<file path="src/logic/spmd_loader_pkg.sv">
package spmd_loader_pkg;

  // array geometry.
  localparam int NUM_ROWS  = 2;
  localparam int NUM_COLS  = 3;
  localparam int NUM_TILES = NUM_ROWS * NUM_COLS;

  // program image, sized in bytes and loaded one 32-bit word at a time.
  localparam int MEM_SIZE    = 64;
  localparam int IMAGE_WORDS = MEM_SIZE / 4;

  // byte address of the word that each tile reads its own number from.
  localparam int TILE_ID_PTR = 8;

  localparam int DATA_WIDTH = 32;
  localparam int ADDR_WIDTH = 16;

  // y has one extra row for the off-array return edge.
  localparam int X_WIDTH = $clog2(NUM_COLS);
  localparam int Y_WIDTH = $clog2(NUM_ROWS + 1);

  localparam int WORD_IDX_WIDTH = $clog2(IMAGE_WORDS);
  localparam int TILE_IDX_WIDTH = $clog2(NUM_TILES);

  // network opcodes used by the loader.
  typedef enum logic [1:0] {
    OP_STORE    = 2'b01,
    OP_UNFREEZE = 2'b10
  } manycore_op_e;

  typedef enum logic [1:0] {
    ST_LOAD,
    ST_UNFREEZE,
    ST_DONE
  } loader_state_e;

  // where a response to the packet would be routed.
  typedef struct packed {
    logic [X_WIDTH-1:0] x_cord;
    logic [Y_WIDTH-1:0] y_cord;
  } return_cord_s;

  typedef struct packed {
    return_cord_s            return_pkt;
    logic [Y_WIDTH-1:0]      y_cord;
    logic [X_WIDTH-1:0]      x_cord;
    logic [DATA_WIDTH-1:0]   data;
    logic [ADDR_WIDTH-1:0]   addr;
    manycore_op_e            op;
    // byte mask for stores.
    logic [3:0]              op_ex;
  } manycore_packet_s;

endpackage

</file>
<file path="src/logic/loader_fsm.sv">
`timescale 1ns/1ps

module loader_fsm
  (
    input  logic                           clk_i,
    input  logic                           reset_i,
    input  logic                           step_i,
    input  logic                           word_last_i,
    input  logic                           tile_last_i,
    output spmd_loader_pkg::loader_state_e state_o
  );

  import spmd_loader_pkg::*;

  loader_state_e state_r;
  loader_state_e state_n;

  logic image_done;
  logic unfreeze_done;

  // the last word of the last tile is being taken.
  assign image_done = step_i & word_last_i & tile_last_i;

  // the last tile has been sent its unfreeze packet.
  assign unfreeze_done = step_i & tile_last_i;

  always_comb
  begin
    state_n = state_r;
    case (state_r)
      ST_LOAD:
      begin
        if (image_done)
        begin
          state_n = ST_UNFREEZE;
        end
      end
      ST_UNFREEZE:
      begin
        if (unfreeze_done)
        begin
          state_n = ST_DONE;
        end
      end
      ST_DONE:
      begin
        // stays here until the next reset.
        state_n = ST_DONE;
      end
      default:
      begin
        state_n = ST_LOAD;
      end
    endcase
  end

  always_ff @(posedge clk_i)
  begin
    if (reset_i)
    begin
      state_r <= ST_LOAD;
    end
    else
    begin
      state_r <= state_n;
    end
  end

  assign state_o = state_r;

endmodule

</file>
<file path="src/logic/load_counter.sv">
`timescale 1ns/1ps

module load_counter
  (
    input  logic                                        clk_i,
    input  logic                                        reset_i,
    input  logic                                        step_i,
    input  spmd_loader_pkg::loader_state_e              state_i,
    output logic [spmd_loader_pkg::WORD_IDX_WIDTH-1:0]  word_idx_o,
    output logic [spmd_loader_pkg::TILE_IDX_WIDTH-1:0]  tile_idx_o,
    output logic                                        word_last_o,
    output logic                                        tile_last_o
  );

  import spmd_loader_pkg::*;

  logic [WORD_IDX_WIDTH-1:0] word_idx_r;
  logic [TILE_IDX_WIDTH-1:0] tile_idx_r;
  logic [WORD_IDX_WIDTH-1:0] word_idx_n;
  logic [TILE_IDX_WIDTH-1:0] tile_idx_n;
  logic [TILE_IDX_WIDTH-1:0] tile_idx_inc;

  logic word_last;
  logic tile_last;

  assign word_last = (word_idx_r == WORD_IDX_WIDTH'(IMAGE_WORDS - 1));
  assign tile_last = (tile_idx_r == TILE_IDX_WIDTH'(NUM_TILES - 1));

  // next tile in row-major order, wrapping after the last one.
  assign tile_idx_inc = tile_last ? '0 : tile_idx_r + 1'b1;

  always_comb
  begin
    word_idx_n = word_idx_r;
    tile_idx_n = tile_idx_r;
    if (step_i)
    begin
      case (state_i)
        ST_LOAD:
        begin
          // the tile moves on when its image wraps.
          word_idx_n = word_last ? '0 : word_idx_r + 1'b1;
          if (word_last)
          begin
            tile_idx_n = tile_idx_inc;
          end
        end
        ST_UNFREEZE:
        begin
          tile_idx_n = tile_idx_inc;
        end
        default:
        begin
          word_idx_n = word_idx_r;
          tile_idx_n = tile_idx_r;
        end
      endcase
    end
  end

  always_ff @(posedge clk_i)
  begin
    if (reset_i)
    begin
      word_idx_r <= '0;
      tile_idx_r <= '0;
    end
    else
    begin
      word_idx_r <= word_idx_n;
      tile_idx_r <= tile_idx_n;
    end
  end

  assign word_idx_o  = word_idx_r;
  assign tile_idx_o  = tile_idx_r;
  assign word_last_o = word_last;
  assign tile_last_o = tile_last;

endmodule

</file>
<file path="src/logic/packet_builder.sv">
`timescale 1ns/1ps

module packet_builder
  (
    input  spmd_loader_pkg::loader_state_e              state_i,
    input  logic [spmd_loader_pkg::WORD_IDX_WIDTH-1:0]  word_idx_i,
    input  logic [spmd_loader_pkg::TILE_IDX_WIDTH-1:0]  tile_idx_i,
    input  logic [spmd_loader_pkg::DATA_WIDTH-1:0]      image_data_i,
    output spmd_loader_pkg::manycore_packet_s           pkt_o,
    output logic [spmd_loader_pkg::ADDR_WIDTH-1:0]      image_addr_o
  );

  import spmd_loader_pkg::*;

  logic [Y_WIDTH-1:0]    y_cord;
  logic [X_WIDTH-1:0]    x_cord;
  logic [ADDR_WIDTH-1:0] byte_addr;
  logic [DATA_WIDTH-1:0] load_data;
  logic                  storing;
  logic                  at_tile_id;

  assign storing = (state_i == ST_LOAD);

  // row-major split of the tile number.
  assign y_cord = Y_WIDTH'(tile_idx_i / NUM_COLS);
  assign x_cord = X_WIDTH'(tile_idx_i % NUM_COLS);

  // tiles are byte addressed, the image memory is word addressed.
  assign byte_addr    = ADDR_WIDTH'({word_idx_i, 2'b00});
  assign image_addr_o = ADDR_WIDTH'(word_idx_i);

  assign at_tile_id = (byte_addr == ADDR_WIDTH'(TILE_ID_PTR));

  // unfreeze packets carry no data.
  // each tile gets its own number patched into the image.
  always_comb
  begin
    if (!storing)
    begin
      load_data = '0;
    end
    else if (at_tile_id)
    begin
      load_data = DATA_WIDTH'(tile_idx_i);
    end
    else
    begin
      load_data = image_data_i;
    end
  end

  always_comb
  begin
    pkt_o.data   = load_data;
    pkt_o.addr   = byte_addr;
    pkt_o.x_cord = x_cord;
    pkt_o.y_cord = y_cord;
    if (storing)
    begin
      pkt_o.op    = OP_STORE;
      pkt_o.op_ex = 4'b1111;
    end
    else
    begin
      pkt_o.op    = OP_UNFREEZE;
      pkt_o.op_ex = 4'b0000;
    end
    // responses go to the collector just past the bottom row.
    pkt_o.return_pkt.x_cord = '0;
    pkt_o.return_pkt.y_cord = Y_WIDTH'(NUM_ROWS);
  end

endmodule

</file>
<file path="src/logic/spmd_loader.sv">
`timescale 1ns/1ps

module spmd_loader
  (
    input  logic                                    clk_i,
    input  logic                                    reset_i,
    input  logic                                    ready_i,
    input  logic [spmd_loader_pkg::DATA_WIDTH-1:0]  image_data_i,
    output spmd_loader_pkg::manycore_packet_s       data_o,
    output logic                                    v_o,
    output logic                                    done_o,
    output logic [spmd_loader_pkg::ADDR_WIDTH-1:0]  image_addr_o
  );

  import spmd_loader_pkg::*;

  loader_state_e             state;
  logic [WORD_IDX_WIDTH-1:0] word_idx;
  logic [TILE_IDX_WIDTH-1:0] tile_idx;
  logic                      word_last;
  logic                      tile_last;
  logic                      step;

  // a packet is offered until the run is done.
  assign v_o = ~reset_i & (state != ST_DONE);

  // a packet is taken when offered and accepted in the same cycle.
  assign step = v_o & ready_i;

  assign done_o = (state == ST_DONE);

  loader_fsm u_fsm
  (
    .clk_i       (clk_i),
    .reset_i     (reset_i),
    .step_i      (step),
    .word_last_i (word_last),
    .tile_last_i (tile_last),
    .state_o     (state)
  );

  load_counter u_counter
  (
    .clk_i       (clk_i),
    .reset_i     (reset_i),
    .step_i      (step),
    .state_i     (state),
    .word_idx_o  (word_idx),
    .tile_idx_o  (tile_idx),
    .word_last_o (word_last),
    .tile_last_o (tile_last)
  );

  // packet and memory address follow the registered counters directly.
  packet_builder u_builder
  (
    .state_i      (state),
    .word_idx_i   (word_idx),
    .tile_idx_i   (tile_idx),
    .image_data_i (image_data_i),
    .pkt_o        (data_o),
    .image_addr_o (image_addr_o)
  );

endmodule

</file>
<file path="config.mk">
export PLATFORM = sky130hd
export DESIGN_NAME = spmd_loader
export DESIGN_NICKNAME = d
export VERILOG_FILES = /design/src/logic/spmd_loader_pkg.sv /design/src/logic/loader_fsm.sv /design/src/logic/load_counter.sv /design/src/logic/packet_builder.sv /design/src/logic/spmd_loader.sv
export SDC_FILE = /design/constraint.sdc
export NUM_CORES = 1
export LEC_CHECK = 0
export BUFFER_PORTS_ARGS = -buffer_cell sky130_fd_sc_hd__buf_2
export CORE_UTILIZATION = 39
export CTS_CLUSTER_DIAMETER = 40
export CTS_CLUSTER_SIZE = 20
export DETAILED_ROUTE_END_ITERATION = 16
export GPL_ROUTABILITY_DRIVEN = 0
export PLACE_DENSITY_LB_ADDON = 0.3
export SYNTH_ARGS = -nofsm -noshare
export SYNTH_HDL_FRONTEND = slang
export SYNTH_SLANG_ARGS = --single-unit
</file>
<file path="constraint.sdc">
create_clock -name clk_i -period 2.8 [get_ports clk_i]
set_input_delay 0.14 -clock clk_i [delete_from_list [all_inputs] [get_ports clk_i]]
set_output_delay 0.14 -clock clk_i [all_outputs]
set_load 0.05 [all_outputs]
</file>
; ---- Word level (Yosys, flattened, before mapping)
; Cells that the tools add are included.
[totals]
output_inout_bits = 80
inputBits = 35
reg_bits = 9
[op_classes]
add_sub_neg = 2
muxes = 10
n_eq_ne = 9
n_bitwise = 6
reduce_logical = 5
div = 2
[ops]
columns = operator, n
row1 = 32-bit 2-to-1 mux, 2
row2 = 3-bit by 2-bit divider with 32-bit output (second input constant), 1
row3 = 3-bit by 2-bit modulo with 32-bit output (second input constant), 1
row4 = 2-bit != test (second input constant), 4
row5 = 3-bit 2-to-1 mux, 2
row6 = 6-bit 2-to-1 mux, 1
row7 = 2-bit case mux with 3 select lines, 1
row8 = 3-bit case mux with 2 select lines, 1
row9 = 1-bit AND, 5
row10 = 4-bit by 1-bit adder with 4-bit output (second input constant), 1
row11 = 4-bit by 2-bit == test with 1-bit output (second input constant), 1
row12 = 4-bit == test (second input constant), 1
row13 = 2-bit 2-to-1 mux, 2
row14 = 4-bit 2-to-1 mux, 1
row15 = 2-bit AND reduction, 2
row16 = 3-bit by 1-bit adder with 3-bit output (second input constant), 1
row17 = 3-bit == test (second input constant), 1
row18 = 3-bit AND reduction, 1
row19 = 2-bit by 1-bit == test with 1-bit output (second input constant), 1
row20 = 2-bit == test (second input constant), 1
row21 = 2-bit zero test, 1
row22 = 2-bit nonzero test, 1
row23 = 1-bit inverter, 1

; ---- Logic depth before layout (Yosys ltp)
[depth]
ltp_word = 7
mapped_depth = 7
ltp_nobuf = 6

; ---- Cells and area by module
; Synthesis repeated with hierarchy kept, for this count alone.
[unflattened]
hier_cells = 153
hier_area_um2 = 1218.7
[modules_own_cells]
columns = module, n_inst, area_per_inst_um2, seq_area_each_um2, cells_per_inst
row1 = packet_builder, 1, 704.4, 0.0, 98
row2 = load_counter, 1, 347.8, 140.1, 37
row3 = loader_fsm, 1, 136.4, 40.0, 15
row4 = spmd_loader, 1, 30.0, 0.0, 3

; ---- Worst setup path after synthesis
; OpenSTA, ideal clock, no wires.
[synth_timing]
path_kind = reg-to-output
from = register u_counter.word_idx_r[1], in the netlist u_counter.word_idx_o[1]
to = output port data_o[22] (netlist name)
slack_ns = 0.619
required_ns = 2.660
stages_incl_launch_ff = 5
t_arrival_ns = 2.041
cell_sequence = dfxtp_1 -> ha_1 -> nor3b_2 -> mux2i_1 -> nor2_1
[synth_lines]
columns = item, line
row1 = start: declaration, load_counter.sv:17  ; logic [WORD_IDX_WIDTH-1:0] word_idx_r;
row2 = start signal: assignment, load_counter.sv:70  ; word_idx_r <= word_idx_n;
row3 = end: declaration, spmd_loader.sv:9  ; output spmd_loader_pkg::manycore_packet_s data_o,

==> flow_summary_export.csv <==
group,metric,value,unit
synth,ys_seq_area_frac,0.156,
global_route,grt_pass1_vias,833,
synth,ys_ff_latch,9,
timing,fin_setup_tns,0,ns
critical_path,startpoint,"u_fsm.state_o[0]",
floorplanning,start_util,0.416,
timing,timing.final.crit_share,0.838,
layout,final_nets,263,
pwr,p_clk_frac,0.181,
pwr,finalPower,0.584,mW
clocking,post-cts-setup-buffers,0,
timing,finClkSkew,0.00321,ns
timing,final-max-slew-violation-count,0,
timing,setup_viol,0,
pwr,ir_drop,0.249,mV
clocking,clk_latency,0.27,ns
global_route,grt_pass1_wl,3750,um
pwr,p_switching,0.323,mW
global_route,grt_util_met1,0.164,
critical_path,worst_path_max_delay_cell,"nor2_2",
floorplanning,rows,19,
floorplanning,core,0.00278,sq mm
floorplanning,io_pins,115,
critical_path,endpoint,"data_o[31]",
clocking,cts_hold_buf,0,
timing,setup_ws,0.452,ns
placement,portBuffers,86,
placement,dp_slack,0.719,ns
pwr,swShare,0.552,
critical_path,endpoint_kind,"output pin",
synth,synth_area_leaders,"buf_4 (24%), dfxtp_1 (16%), and2_1 (11%)",
clocking,post_cts_resized,0,
critical_path,startpoint_type,"flop",
layout,area_delta_synth_final,24.9,%
clocking,cts_root_buf,"clkbuf_4",
clocking,ctsHtreeMaxLevel,1,
global_route,grt_max_degree,20,
synth,ys_warn_count,0,
clocking,clk_path_buf_depth,2,
clocking,cts_made_buffers,3,
pwr,p_per_area,404,mW/mm^2
critical_path,cpPeakStageDelay,0.36,ns
critical_path,timing.rr.end,"u_counter.word_idx_o[3]",
critical_path,critPathKind,"flop to output pin",
layout,layout_common_cells,"buf_2 (86), conb_1 (28), and2_1 (20)",
routing,avgViaCountPerCell,4.24,
layout,final_cells,252,
layout,multiInputGateArea,743,sq um
critical_path,crit_required,2.66,ns
critical_path,worstPathArrival,2.21,ns
run,maxCapViolCount,0,
floorplanning,fp.dieArea,0.00319,sq mm
layout,final_common_cell,"buf_2",
floorplanning,dieWidth,56.5,um
global_route,grt_overflow_total,0,
timing,fmax,426,MHz
routing,wl_per_cell,9.94,um
pwr,internal_power,0.262,mW
layout,final-seq-area,180,sq um
critical_path,cpMostUsedCell,"inv_1",
synth,synth_cell_type_count,33,
placement,dp_hpwl,2070,um
floorplanning,die_h,56.5,um
synth,yosys.area.top_type,"buf_4",
routing,drt_iter0_drc,37,
critical_path,worst-path-max-fanout,19,
synth,netlist_area,0.00116,sq mm
global_route,use_met2,0.266,
min_path,hold_class,"input pin to flop",
routing,vias,1069,
pwr,p_comb_frac,0.590,
global_route,busiest_layer,"met2",
critical_path,worstPathCellList,"inv_1 > ha_1 > inv_1 > nor2_2 > buf_4 > and2_1 > buf_2",
layout,diodes,0,
layout,fillCellCount,280,
global_route,gr-usage-met3,0.0461,
critical_path,reg2reg_depth,6,
routing,first_pass_iters,4,
timing,fin_crit,2.35,ns
critical_path,rrSetupSlack,1.13,ns
global_route,antenna_found_initial,0,
timing,rsz0062_at_grt,"no",
synth,netlist.area_leader.share,0.240,
layout,drive_gt1_frac,0.484,
critical_path,worstReg2RegStart,"u_fsm.state_o[0]",
placement,dpl.cell_count,248,
clocking,tritoncts,"yes",
clocking,clkTransAtPathRegs,0.06,ns
routing,routed_wirelength,2510,um
pwr,p_leak,0.844,nW
clocking,cts_sinks,9,
timing,hold_viol,0,
synth,synth_cells,146,
routing,drc,0,
outcome,status,"finished clean",
global_route,grt_util_all_layers,0.149,
routing,ant_nets,0,
pwr,seqPwrFrac,0.229,
synth,syn_area_per_cell,7.93,sq um
[kinds of logic (layout without fill, tap and decap cells)]
family,Yosys count,in the layout,synth area share
AO/OA/AOI/OAI,9,9,0.0562
XOR/XNOR,3,3,0.0227
adder cells (fa/ha/maj),6,6,0.0649
buffers and inverters,47,96,0.286
flip-flops,9,9,0.156
multiplexers,6,6,0.0562
other,2,28,0.00649
AND/OR/NAND/NOR,64,64,0.351
[cell usage after synthesis]
cell type   n
or3_1       2
o21ai_0     1
clkbuf_1    2
inv_1       5
dfxtp_1     9
and4bb_1    1
a211oi_1    1
or2_2       1
nor3b_2     2
nand2_1     5
nand3_1     2
nor2_1      9
a22o_1      1
buf_2       1
nor2b_1     2
and2_1     20
nand2_2     1
o2bb2ai_1   2
xnor2_1     1
a21oi_1     3
a21boi_2    1
ha_1        6
nor2_2      1
nand4_1     2
buf_6       2
and3_1      1
mux2i_1     5
mux2_4      1
nand2b_1    5
conb_1      2
xor2_1      2
and2_4     10
buf_4      37
[metrics by stage]
step	hold WS (ns)	cell area, sq um	utilization
floorplan	0.370	1250	-
global placement	0.464	1420	0.510
detailed placement	0.470	1420	0.510
CTS	0.197	1450	0.520
global route	0.204	1450	0.520
finish	0.196	1450	0.520
[sequential cells by signal (all words and copies together), names as in the netlist]
name / count
u_counter.tile_idx_o: 3
u_counter.word_idx_o: 4
u_fsm.state_o: 2
[layout make-up]
type                            instances  area share
Clock buffer                            4      0.0182
Inverter                                5      0.0130
Multi-Input combinational cell        116       0.514
Sequential cell                         9       0.125
Tap cell                               31      0.0268
Timing Repair Buffer                   87       0.303
[power groups by stage]
| stage | Combinational [mW] | Clock [mW] | Sequential (mW) |
|---|---|---|---|
| detailed placement | 0.346 | 0 | 0.137 |
| floorplan | 0.314 | 0 | 0.143 |
| CTS | 0.346 | 0.110 | 0.134 |
| global placement | 0.345 | 0 | 0.137 |
| global route | 0.360 | 0.116 | 0.134 |
| finish | 0.345 | 0.106 | 0.134 |
[per-layer routing]
layer	up-vias	wire, um
li1	550	-
met1	464	1010
met2	50	1260
met3	5	209
met4	0	28
met5	-	0
[critical path: cells and delay by family (launching register included)]
kind,cells,cell delay [ns]
flops,1,0.31
buf+inv,4,0.76
fa+ha+maj,1,0.35
simple gates,2,0.50
[worst min-delay path by stage]
| stage | from | to | slack, ns | cells after the start |
|---|---|---|---|---|
| 2_1_floorplan | reset_i | u_fsm.state_o[0] | 0.37 | 3 |
| 3_3_place_gp | reset_i | u_counter.word_idx_o[2] | 0.46 | 2 |
| 3_5_place_dp | reset_i | u_counter.tile_idx_o[0] | 0.47 | 2 |
| 4_1_cts | reset_i | u_counter.word_idx_o[2] | 0.20 | 2 |
| 5_1_grt | reset_i | u_counter.tile_idx_o[0] | 0.20 | 2 |
| 6_report | reset_i | u_counter.word_idx_o[2] | 0.20 | 2 |
No activity file was read; power rests on OpenSTA's default activity.
